## src/hdl/ooo_defines.svh

```systemverilog
`ifndef OOO_DEFINES_SVH
`define OOO_DEFINES_SVH

// datapath width
`define OOO_XLEN       32

// architectural register file
`define OOO_NREGS      32
`define OOO_REG_IDX_W  5

// rob size, tag must index every entry
`define OOO_ROB_DEPTH  8
`define OOO_TAG_W      3

// reservation station entries
`define OOO_RS_DEPTH   4

`endif

```

## src/hdl/ooo_pkg.sv

```systemverilog
`include "ooo_defines.svh"

package ooo_pkg;

    typedef logic [`OOO_XLEN-1:0]      word_t;
    typedef logic [`OOO_REG_IDX_W-1:0] reg_idx_t;
    typedef logic [`OOO_TAG_W-1:0]     rob_tag_t;

    typedef enum logic [2:0] {
        op_add,
        op_sub,
        op_and,
        op_or,
        op_xor,
        op_slt,
        op_sll,
        op_srl
    } alu_op_t;

    // decoded instruction at the issue port
    typedef struct packed {
        alu_op_t  op;
        logic     use_imm;
        reg_idx_t rd;
        reg_idx_t rs1;
        reg_idx_t rs2;
        word_t    imm;
    } issue_t;

    // one source operand as read at issue
    typedef struct packed {
        logic     busy;
        rob_tag_t tag;
        word_t    value;
    } operand_t;

    typedef struct packed {
        logic     valid;
        rob_tag_t tag;
        word_t    value;
    } cdb_t;

    typedef struct packed {
        reg_idx_t rd;
        rob_tag_t tag;
        word_t    value;
    } commit_t;

    // rs to alu
    typedef struct packed {
        rob_tag_t tag;
        alu_op_t  op;
        word_t    a;
        word_t    b;
    } dispatch_t;

endpackage

```

## src/hdl/reg_rename_file.sv

```systemverilog
`timescale 1ns/1ps
`include "ooo_defines.svh"

module reg_rename_file (
    input  logic              clk,
    input  logic              rst,
    input  logic              issue_fire,
    input  ooo_pkg::reg_idx_t rs1,
    input  ooo_pkg::reg_idx_t rs2,
    input  ooo_pkg::reg_idx_t rd,
    input  ooo_pkg::rob_tag_t issue_tag,
    input  logic              commit_valid,
    input  ooo_pkg::commit_t  commit,
    output ooo_pkg::operand_t src1,
    output ooo_pkg::operand_t src2
);
    import ooo_pkg::*;

    word_t                  regs [`OOO_NREGS];
    rob_tag_t               tags [`OOO_NREGS];
    logic [`OOO_NREGS-1:0]  busy;

    // r0 is never marked busy and never written, so it reads zero
    always_comb begin
        src1.busy  = busy[rs1];
        src1.tag   = tags[rs1];
        src1.value = regs[rs1];
        src2.busy  = busy[rs2];
        src2.tag   = tags[rs2];
        src2.value = regs[rs2];
    end

    always_ff @(posedge clk) begin
        if (rst) begin
            for (int i = 0; i < `OOO_NREGS; i++) begin
                regs[i] <= '0;
                tags[i] <= '0;
            end
            busy <= '0;
        end else begin
            if (commit_valid && commit.rd != '0) begin
                regs[commit.rd] <= commit.value;
                // only the newest writer releases the register
                if (tags[commit.rd] == commit.tag) begin
                    busy[commit.rd] <= 1'b0;
                end
            end
            // issue comes last so a same-cycle rename keeps rd busy
            if (issue_fire && rd != '0) begin
                busy[rd] <= 1'b1;
                tags[rd] <= issue_tag;
            end
        end
    end

endmodule

```

## src/hdl/reorder_buffer.sv

```systemverilog
`timescale 1ns/1ps
`include "ooo_defines.svh"

module reorder_buffer (
    input  logic              clk,
    input  logic              rst,
    input  logic              issue_fire,
    input  ooo_pkg::reg_idx_t issue_rd,
    output ooo_pkg::rob_tag_t tail_tag,
    output logic              full,
    input  ooo_pkg::rob_tag_t lookup_tag1,
    input  ooo_pkg::rob_tag_t lookup_tag2,
    output logic              lookup_done1,
    output logic              lookup_done2,
    output ooo_pkg::word_t    lookup_val1,
    output ooo_pkg::word_t    lookup_val2,
    input  ooo_pkg::cdb_t     cdb,
    output logic              commit_valid,
    output ooo_pkg::commit_t  commit
);
    import ooo_pkg::*;

    localparam int CNT_W = $clog2(`OOO_ROB_DEPTH + 1);

    rob_tag_t                  head;
    rob_tag_t                  tail;
    logic [CNT_W-1:0]          count;
    logic [`OOO_ROB_DEPTH-1:0] done;
    reg_idx_t                  rd_q  [`OOO_ROB_DEPTH];
    word_t                     val_q [`OOO_ROB_DEPTH];

    assign tail_tag = tail;
    assign full     = (count == CNT_W'(`OOO_ROB_DEPTH));

    // operand lookups for sources still renamed to an rob entry
    assign lookup_done1 = done[lookup_tag1];
    assign lookup_done2 = done[lookup_tag2];
    assign lookup_val1  = val_q[lookup_tag1];
    assign lookup_val2  = val_q[lookup_tag2];

    // head retires as soon as its result is in
    assign commit_valid = (count != '0) && done[head];

    always_comb begin
        commit.rd    = rd_q[head];
        commit.tag   = head;
        commit.value = val_q[head];
    end

    always_ff @(posedge clk) begin
        if (rst) begin
            head  <= '0;
            tail  <= '0;
            count <= '0;
            done  <= '0;
        end else begin
            if (issue_fire) begin
                done[tail] <= 1'b0;
                tail       <= tail + 1'b1;
            end
            if (cdb.valid) begin
                done[cdb.tag] <= 1'b1;
            end
            if (commit_valid) begin
                head <= head + 1'b1;
            end
            case ({issue_fire, commit_valid})
                2'b10:   count <= count + 1'b1;
                2'b01:   count <= count - 1'b1;
                default: count <= count;
            endcase
        end
    end

    always_ff @(posedge clk) begin
        if (issue_fire) begin
            rd_q[tail] <= issue_rd;
        end
        if (cdb.valid) begin
            val_q[cdb.tag] <= cdb.value;
        end
    end

endmodule

```

## src/hdl/reservation_station.sv

```systemverilog
`timescale 1ns/1ps
`include "ooo_defines.svh"

module reservation_station (
    input  logic               clk,
    input  logic               rst,
    input  logic               issue_fire,
    input  ooo_pkg::issue_t    issue,
    input  ooo_pkg::rob_tag_t  issue_tag,
    input  ooo_pkg::operand_t  src1,
    input  ooo_pkg::operand_t  src2,
    input  logic               rob_done1,
    input  logic               rob_done2,
    input  ooo_pkg::word_t     rob_val1,
    input  ooo_pkg::word_t     rob_val2,
    input  ooo_pkg::cdb_t      cdb,
    output logic               full,
    output logic               disp_valid,
    output ooo_pkg::dispatch_t disp
);
    import ooo_pkg::*;

    localparam int IDX_W = $clog2(`OOO_RS_DEPTH);

    logic [`OOO_RS_DEPTH-1:0] valid;
    logic [`OOO_RS_DEPTH-1:0] rdy_a;
    logic [`OOO_RS_DEPTH-1:0] rdy_b;
    alu_op_t                  op    [`OOO_RS_DEPTH];
    rob_tag_t                 dest  [`OOO_RS_DEPTH];
    rob_tag_t                 tag_a [`OOO_RS_DEPTH];
    rob_tag_t                 tag_b [`OOO_RS_DEPTH];
    word_t                    val_a [`OOO_RS_DEPTH];
    word_t                    val_b [`OOO_RS_DEPTH];
    logic [IDX_W-1:0]         free_idx;
    logic [IDX_W-1:0]         disp_idx;
    logic                     new_rdy_a;
    logic                     new_rdy_b;
    word_t                    new_val_a;
    word_t                    new_val_b;

    // resolve sources: register, then finished rob entry, then cdb bypass
    always_comb begin
        new_rdy_a = 1'b1;
        new_val_a = src1.value;
        if (src1.busy) begin
            if (rob_done1) begin
                new_val_a = rob_val1;
            end else if (cdb.valid && cdb.tag == src1.tag) begin
                new_val_a = cdb.value;
            end else begin
                new_rdy_a = 1'b0;
            end
        end
        new_rdy_b = 1'b1;
        new_val_b = src2.value;
        if (issue.use_imm) begin
            new_val_b = issue.imm;
        end else if (src2.busy) begin
            if (rob_done2) begin
                new_val_b = rob_val2;
            end else if (cdb.valid && cdb.tag == src2.tag) begin
                new_val_b = cdb.value;
            end else begin
                new_rdy_b = 1'b0;
            end
        end
    end

    // lowest free slot and lowest ready entry
    always_comb begin
        free_idx = '0;
        disp_idx = '0;
        for (int i = `OOO_RS_DEPTH - 1; i >= 0; i--) begin
            if (!valid[i]) begin
                free_idx = IDX_W'(i);
            end
            if (valid[i] && rdy_a[i] && rdy_b[i]) begin
                disp_idx = IDX_W'(i);
            end
        end
    end

    assign full       = &valid;
    assign disp_valid = |(valid & rdy_a & rdy_b);

    always_comb begin
        disp.tag = dest[disp_idx];
        disp.op  = op[disp_idx];
        disp.a   = val_a[disp_idx];
        disp.b   = val_b[disp_idx];
    end

    always_ff @(posedge clk) begin
        if (rst) begin
            valid <= '0;
            rdy_a <= '0;
            rdy_b <= '0;
        end else begin
            for (int i = 0; i < `OOO_RS_DEPTH; i++) begin
                if (valid[i] && cdb.valid && !rdy_a[i] && cdb.tag == tag_a[i]) begin
                    rdy_a[i] <= 1'b1;
                end
                if (valid[i] && cdb.valid && !rdy_b[i] && cdb.tag == tag_b[i]) begin
                    rdy_b[i] <= 1'b1;
                end
            end
            if (disp_valid) begin
                valid[disp_idx] <= 1'b0;
            end
            if (issue_fire) begin
                valid[free_idx] <= 1'b1;
                rdy_a[free_idx] <= new_rdy_a;
                rdy_b[free_idx] <= new_rdy_b;
            end
        end
    end

    always_ff @(posedge clk) begin
        for (int i = 0; i < `OOO_RS_DEPTH; i++) begin
            if (valid[i] && cdb.valid && !rdy_a[i] && cdb.tag == tag_a[i]) begin
                val_a[i] <= cdb.value;
            end
            if (valid[i] && cdb.valid && !rdy_b[i] && cdb.tag == tag_b[i]) begin
                val_b[i] <= cdb.value;
            end
        end
        if (issue_fire) begin
            op[free_idx]    <= issue.op;
            dest[free_idx]  <= issue_tag;
            tag_a[free_idx] <= src1.tag;
            tag_b[free_idx] <= src2.tag;
            val_a[free_idx] <= new_val_a;
            val_b[free_idx] <= new_val_b;
        end
    end

endmodule

```

## src/hdl/alu_unit.sv

```systemverilog
`timescale 1ns/1ps

module alu_unit (
    input  logic               clk,
    input  logic               rst,
    input  logic               disp_valid,
    input  ooo_pkg::dispatch_t disp,
    output ooo_pkg::cdb_t      cdb
);
    import ooo_pkg::*;

    word_t result;
    logic  less;

    assign less = $signed(disp.a) < $signed(disp.b);

    always_comb begin
        case (disp.op)
            op_add:  result = disp.a + disp.b;
            op_sub:  result = disp.a - disp.b;
            op_and:  result = disp.a & disp.b;
            op_or:   result = disp.a | disp.b;
            op_xor:  result = disp.a ^ disp.b;
            op_slt:  result = word_t'(less);
            // shift amount is the low 5 bits of b
            op_sll:  result = disp.a << disp.b[4:0];
            op_srl:  result = disp.a >> disp.b[4:0];
            default: result = '0;
        endcase
    end

    // single stage straight onto the cdb
    always_ff @(posedge clk) begin
        if (rst) begin
            cdb.valid <= 1'b0;
        end else begin
            cdb.valid <= disp_valid;
        end
        cdb.tag   <= disp.tag;
        cdb.value <= result;
    end

endmodule

```

## src/hdl/ooo_core.sv

```systemverilog
`timescale 1ns/1ps

module ooo_core (
    input  logic             clk,
    input  logic             rst,
    input  logic             issue_valid,
    input  ooo_pkg::issue_t  issue,
    output logic             issue_stall,
    output logic             commit_valid,
    output ooo_pkg::commit_t commit
);
    import ooo_pkg::*;

    logic      issue_fire;
    logic      rob_full;
    logic      rs_full;
    operand_t  src1;
    operand_t  src2;
    rob_tag_t  tail_tag;
    logic      rob_done1;
    logic      rob_done2;
    word_t     rob_val1;
    word_t     rob_val2;
    cdb_t      cdb;
    logic      disp_valid;
    dispatch_t disp;

    // stall whenever either rob or rs has no room
    assign issue_stall = rob_full | rs_full;
    assign issue_fire  = issue_valid & ~issue_stall;

    reg_rename_file rename0 (
        .clk          (clk),
        .rst          (rst),
        .issue_fire   (issue_fire),
        .rs1          (issue.rs1),
        .rs2          (issue.rs2),
        .rd           (issue.rd),
        .issue_tag    (tail_tag),
        .commit_valid (commit_valid),
        .commit       (commit),
        .src1         (src1),
        .src2         (src2)
    );

    reorder_buffer rob0 (
        .clk          (clk),
        .rst          (rst),
        .issue_fire   (issue_fire),
        .issue_rd     (issue.rd),
        .tail_tag     (tail_tag),
        .full         (rob_full),
        .lookup_tag1  (src1.tag),
        .lookup_tag2  (src2.tag),
        .lookup_done1 (rob_done1),
        .lookup_done2 (rob_done2),
        .lookup_val1  (rob_val1),
        .lookup_val2  (rob_val2),
        .cdb          (cdb),
        .commit_valid (commit_valid),
        .commit       (commit)
    );

    reservation_station rs0 (
        .clk        (clk),
        .rst        (rst),
        .issue_fire (issue_fire),
        .issue      (issue),
        .issue_tag  (tail_tag),
        .src1       (src1),
        .src2       (src2),
        .rob_done1  (rob_done1),
        .rob_done2  (rob_done2),
        .rob_val1   (rob_val1),
        .rob_val2   (rob_val2),
        .cdb        (cdb),
        .full       (rs_full),
        .disp_valid (disp_valid),
        .disp       (disp)
    );

    alu_unit alu0 (
        .clk        (clk),
        .rst        (rst),
        .disp_valid (disp_valid),
        .disp       (disp),
        .cdb        (cdb)
    );

endmodule

```

## config.mk

```make
export PLATFORM = sky130hd
export DESIGN_NAME = ooo_core
export DESIGN_NICKNAME = d
export VERILOG_FILES = /design/src/hdl/ooo_pkg.sv /design/src/hdl/reg_rename_file.sv /design/src/hdl/reorder_buffer.sv /design/src/hdl/reservation_station.sv /design/src/hdl/alu_unit.sv /design/src/hdl/ooo_core.sv
export VERILOG_INCLUDE_DIRS = /design/src /design/src/hdl
export SDC_FILE = /design/constraint.sdc
export NUM_CORES = 2
export LEC_CHECK = 0
export ABC_CLOCK_PERIOD_IN_PS = 6300
export BUFFER_PORTS_ARGS = -buffer_cell sky130_fd_sc_hd__buf_2
export CAP_MARGIN = 10
export CORE_UTILIZATION = 43
export DETAILED_ROUTE_END_ITERATION = 12
export HOLD_SLACK_MARGIN = 0.08
export PLACE_DENSITY = 0.68
export SYNTH_ARGS = -nofsm -noshare
export SYNTH_HDL_FRONTEND = slang
export SYNTH_SLANG_ARGS = --single-unit
```

## constraint.sdc

```tcl
create_clock -name clk -period 6.3 [get_ports clk]
set_input_delay 0.63 -clock clk [delete_from_list [all_inputs] [get_ports clk]]
set_output_delay 0.63 -clock clk [all_outputs]
set_load 0.05 [all_outputs]
```

## Yosys cells after proc, flatten, opt, wreduce, memory -nomap -nowiden

Memory sizes are Yosys's and may differ from the RTL's. A register that Yosys moved wholly into a read port is not among the register bits.
Index checks and enable logic that the tools add are counted.

- Logic and storage cells: 254
- RAM bits: 1720
- Output and inout port bits: 42
- Bits in registers: 95
- Memories kept: 10
- Input port bits: 54

- Reduce and logical (&&, ||, !) cells: 56
- Bitwise logic cells: 17
- Muxes and demuxes: 114
- Shifts and indexed selects: 2
- Eq/ne operators: 21
- Add/sub/neg operators: 6
- Order comparisons: 18

Memory list:

| memory | words | bits a word | read ports | clocked after Yosys merged registers in | write ports | RTL line | source |
|---|---|---|---|---|---|---|---|
| rename0.regs | 32 | 32 | 2 | 0 | 32 | reg_rename_file.sv:19 | `` word_t regs [`OOO_NREGS]; `` |
| rob0.val_q | 8 | 32 | 3 | 1 | 1 | reorder_buffer.sv:30 | `` word_t val_q [`OOO_ROB_DEPTH]; `` |
| rs0.val_a | 4 | 32 | 1 | 0 | 5 | reservation_station.sv:32 | `` word_t val_a [`OOO_RS_DEPTH]; `` |
| rs0.val_b | 4 | 32 | 1 | 0 | 5 | reservation_station.sv:33 | `` word_t val_b [`OOO_RS_DEPTH]; `` |
| rename0.tags | 32 | 3 | 3 | 0 | 32 | reg_rename_file.sv:20 | `` rob_tag_t tags [`OOO_NREGS]; `` |
| rob0.rd_q | 8 | 5 | 1 | 1 | 1 | reorder_buffer.sv:29 | `` reg_idx_t rd_q [`OOO_ROB_DEPTH]; `` |
| +4 memories | - | - | - | - | - | - |  |

Operators with widths:

| operator | count |
|---|---|
| $mux W32 | 12 |
| $pmux W32 S8 | 1 |
| $and A32 B32 Y32 | 2 |
| $mux W1 | 64 |
| $or A32 B32 Y32 | 2 |
| $logic_and A1 B1 Y1 | 39 |
| $eq A3 B3 Y1 | 11 |
| $add A32 B32 Y32 | 1 |
| $lt A32 B32 Y1 | 1 |
| $not A32 Y32 | 1 |
| $reduce_or A32 Y1 | 1 |
| $shl A32 B5 Y32 | 1 |
| $shr A32 B5 Y32 | 1 |
| $sub A32 B32 Y32 | 1 |
| $xor A32 B32 Y32 | 1 |
| $lt A5 B6 Y1 const B | 4 |
| $mux W8 | 3 |
| $lt A3 B4 Y1 const B | 5 |
| $mux W4 | 5 |
| $mux W2 | 8 |
| $mux W3 | 5 |
| $and A4 B4 Y4 | 3 |
| $eq A3 B3 Y1 const B | 4 |
| $bmux W1 S5 | 2 |
| 35 further kinds | 56 |

## Depth between registers and ports, before layout

- Depth in word-level cells: 16
- Depth in mapped cells: 24
- Gate-level depth less buffers: 19

## By module

Synthesis repeated with hierarchy kept, for this count alone.

- Cell total of the unflattened synthesis: 7372
- Area, all modules: 104400.1 um^2

By module, submodules not included:

| module | area each (um^2) | seq. area each (um^2) | times used | cells an instance |
|---|---|---|---|---|
| reg_rename_file | 61859.3 | 34272.9 | 1 | 3804 |
| reservation_station | 17042.6 | 9369.0 | 1 | 1467 |
| reorder_buffer | 16248.1 | 9308.9 | 1 | 796 |
| alu_unit | 9236.4 | 720.7 | 1 | 1303 |
| ooo_core | 13.8 | 0.0 | 1 | 2 |

## Worst setup path before layout

Ideal clock, no wire load.

- Kind: register to register
- Start point: register rob0.head[0]
- End point: memory rename0.regs[24][0] in the netlist's numbering (enable)
- Period minus slack after synthesis: 5.756 ns
- Arrival: 5.290 ns
- Library setup time: 0.466 ns
- Slack: 0.544 ns
- Required time: 5.834 ns
- Stages on the path, launching flop included: 8
- Buffers on the path: 0
- Cells stage by stage: dfxtp_1 mux4_2 mux2i_1 nor2_1 inv_1 a31oi_1 nand2_1 o21ai_0

RTL lines:

| what | RTL line | source |
|---|---|---|
| from (decl) | reorder_buffer.sv:25 | `rob_tag_t head;` |
| from (signal assigned) | reorder_buffer.sv:65 | `head <= head + 1'b1;` |
| to (decl) | reg_rename_file.sv:19 |  |

## Worst setup path after layout

- Start point: register rs0.valid[1]
- End point: register, netlist name alu0.cdb[30]

- Cells in the longest elaborated chain, start to end: 7
- Elaborated cells on any way between the ends: 23
- Classes of those cells: add/sub: 2; eq/ne: 7; shift: 2; mux: 3; bitwise: 3; reduce/logical: 3; memory: 3

Ends and longest elaborated chain:

| what | RTL line | source |
|---|---|---|
| from (decl) | reservation_station.sv:25 | `` logic [`OOO_RS_DEPTH-1:0] valid; `` |
| from (signal assigned) | reservation_station.sv:95 | `valid <= '0;` |
| from (signal, indexed assignment) | reservation_station.sv:108 | `valid[disp_idx] <= 1'b0;` |
| from (signal, indexed assignment) | reservation_station.sv:111 | `valid[free_idx] <= 1'b1;` |
| $logic_and A1 B1 Y1 (*) (2 in a row) | reservation_station.sv:77 | `if (valid[i] && rdy_a[i] && rdy_b[i]) begin` |
| $mux W2 (*) (2 in a row) | reservation_station.sv:77 |  |
| $mem_v2 Z4 W32 (tied with other cells) | - |  |
| $sub A32 B32 Y32 (tied with other cells) | alu_unit.sv:20 | `op_sub: result = disp.a - disp.b;` |
| $pmux W32 S8 (*) | alu_unit.sv:18 | `case (disp.op)` |
| via alu0.result[30] | alu_unit.sv:12 | `word_t result;` |

Mark *: on every way through the listed nets, which the timed path passes. The rest lies on a longest branch.
A chain may end at the register's enable or synchronous reset.

==> flow_metrics.tcl <==
set metrics [dict create \
    yosysWarnings 0 \
    grt_max_degree 139 \
    finalSetupTns_ns 0 \
    clk_pin_slew_worst_paths_ns 0.06 \
    finClkSkew_ns 0.0663 \
    routedWlPerCell_um 32.9 \
    vias 74800 \
    gp_congestion 1.00 \
    placement_rows 177 \
    maxSlewViolCount 0 \
    finalPower_w 0.0318 \
    final.min_clock_period_ns 5.97 \
    numCtsBuffers 189 \
    synthFlopType "edfxtp_1" \
    grt_pass1_wl_mm 515 \
    critPathCaptureType "flip-flop" \
    drt-total-wl_mm 362 \
    p_per_area_nw_per_um2 282 \
    top_layer_used "met5" \
    antenna_found_initial 12 \
    drive_above_1_share 0.234 \
    fin_crit_sh 0.948 \
    leakage_nw 40.0 \
    core_area_um2 233000 \
    clk_latency_ns 0.89 \
    grt-ovfl-total 0 \
    ys_types 95 \
    synthArstFlopShare 0 \
    vias_per_cell 6.78 \
    route.detailed.drc 0 \
    maxCapViolCount 0 \
    placedCellCount 10700 \
    tightest_slew_ns 1.35 \
    wl_met2_mm 163 \
    crit_path_start_kind "flip-flop" \
    place_ws_ns 0.153 \
    setup_ws_ns 0.327 \
    drtIter0Drc 12500 \
    n_fill_cell 19800 \
    syn_avg_cell_area_um2 12.9 \
    port_buffers 95 \
    io_pins 96 \
    cp_max_fo 36 \
    die_h_um 487 \
    track_usage 0.301 \
    hold_violations 0 \
    place.detailed.hpwl_mm 233 \
    status "completed" \
    setup_viol 0 \
    required_ns 7.03 \
    h-tree-depth 4 \
    syn_area_um2 101000 \
    cts_num_sinks 1821 \
    utilization 0.483 \
    hold_path.class "in2reg" \
    peakVddDrop_mv 0.303 \
    first_global_vias 72300 \
    drtPass1Iterations 6 \
    chipWidth_um 487 \
    wl_met3_mm 50.7 \
    worstPathArrival_ns 6.70 \
    ys_ff_latch 1821 \
    rsz0062_at_grt "no" \
    initial_utilization 0.434 \
    criticalPathCategory "reg2reg" \
    multiInputGateArea_um2 45200 \
    die_area_um2 237000 \
    register_area_um2 53700 \
    clk_path_buf_depth 3 \
    synth_edf_count 1720 \
    postCtsSetupBuffers 0 \
    final_antenna_net_count 0 \
    instances_no_fill 11000 \
    fmax_mhz 167 \
    cts_tree "yes" \
    fin_nets 7891 \
    cts_root_buf "clkbuf_16" \
    slew_headroom 0.0954 \
    syn2layout_area_growth_pct 11.4 \
    yosysSeqAreaShare 0.530 \
    syn_inst 7838 \
    drt-met1-wl_mm 127 \
]
## power breakdown
part	internal [W]	total (W)	switching, W
Clock	0.00615	0.0112	0.00508
Sequential	0.0140	0.0145	0.000511
Combinational	0.00227	0.00604	0.00377
## synthesized netlist by cell type (102+ instances only)
master | number | area, um2
clkbuf_1 | 537 | 2020
a21oi_1 | 310 | 1550
mux2_2 | 118 | 1330
nor2_1 | 1464 | 5500
a31oi_1 | 111 | 694
mux4_2 | 792 | 17800
ha_1 | 102 | 1280
nand2_1 | 337 | 1260
mux2i_1 | 333 | 3330
edfxtp_1 | 1720 | 51600
inv_1 | 145 | 544
and2_1 | 134 | 838
o21ai_0 | 217 | 1090
## metal layers
layer  vias to the layer above  global-route usage
met5                         -                   0
met4                        14               0.161
met3                      1178              0.0866
met2                      6066               0.462
met1                     37500               0.384
li1                      30100                   -
## sequential cells by signal, indices dropped and copies added (netlist names), 4 cells and up, named ones only
signal	cells
rob0.val_q	256
rob0.done	8
rename0.busy	32
alu0.cdb	36
rs0.val_b	128
rename0.tags	96
rs0.valid	4
rs0.rdy_b	4
rs0.rdy_a	4
rs0.tag_b	12
rs0.tag_a	12
rob0.count	4
rs0.val_a	128
rob0.rd_q	40
rs0.op	12
rename0.regs	1024
rs0.dest	12
## critical path, cell delays in order (launching register included)
cell,delay (ns)
dfxtp_1,0.46
nand3_2,0.44
a31oi_4,0.40
buf_4,0.27
buf_4,0.45
nor2_1,0.08
nor4_1,0.47
ha_1,0.44
a21o_1,0.21
a21o_1,0.20
a21o_1,0.21
a2111oi_0,0.54
buf_4,0.23
o31a_1,0.24
o21bai_1,0.09
a21o_1,0.24
a211oi_1,0.42
o41a_1,0.26
or3_1,0.13
o211ai_1,0.08
## kinds of logic (layout without fill, tap and decap cells)
| family | count (synthesis) | after routing | synth area share |
|---|---|---|---|
| adder cells (fa/ha/maj) | 105 | 105 | 0.0132 |
| AND/OR/NAND/NOR | 2369 | 2369 | 0.101 |
| XOR/XNOR | 57 | 57 | 0.00493 |
| buffers and inverters | 894 | 916 | 0.0350 |
| flip-flops | 1821 | 1821 | 0.530 |
| AO/OA/AOI/OAI | 1345 | 1345 | 0.0919 |
| multiplexers | 1246 | 1246 | 0.223 |
| other | 1 | 38 | 0.0000371 |
## path summary, 6_finish.rpt
check	startpoint	end	slack (ns)	cells after the start
min reg2reg	rename0.busy[0]$_SDFF_PP0_	rename0.busy[0]$_SDFF_PP0_	0.49	1
min	issue[45]	rob0.rd_q[1][3]$_DFFE_PP_	0.18	1
max	rs0.valid[1]$_SDFF_PP0_	alu0.cdb[30]$_DFF_P_	0.33	19
max reg2reg	rs0.valid[1]$_SDFF_PP0_	alu0.cdb[30]$_DFF_P_	0.33	19
## stage by stage
stage	cell area, um2	hold WS (ns)
2_1_floorplan	101000	0.444
3_3_place_gp	106000	0.465
3_5_place_dp	107000	0.474
4_1_cts	113000	0.130
5_1_grt	113000	0.162
6_report	113000	0.179
## final cells by class
cell class / count / share of cell area
well taps: 3132 / 0.0348
flip-flops and latches: 1821 / 0.476
clock buffers: 236 / 0.0441
inverters: 157 / 0.00525
multi-input cells: 5157 / 0.401
diodes: 3 / 0.0000666
repair buffers: 406 / 0.0283
clock inverters: 117 / 0.0103
## placed cells by master, fill, tap and decap left out, types with 81 or more instances in the layout
cell type,instances
a31oi_1,110
buf_4,291
nor2_1,1454
mux2_2,118
o21ai_0,184
and2_1,134
nor3_1,89
a211oi_1,81
mux4_2,792
a21oi_1,310
edfxtp_1,1720
inv_1,145
dfxtp_1,97
buf_2,83
nand2_1,304
clkbuf_16,189
mux2i_1,299
ha_1,102
## what timing repair did
action,in CTS,in global routing
hold buffers,3,0
hold endpoints to repair,12,0
setup endpoints to repair,0,3
resized for setup,0,2
No activity file was read; power rests on OpenSTA's default activity.
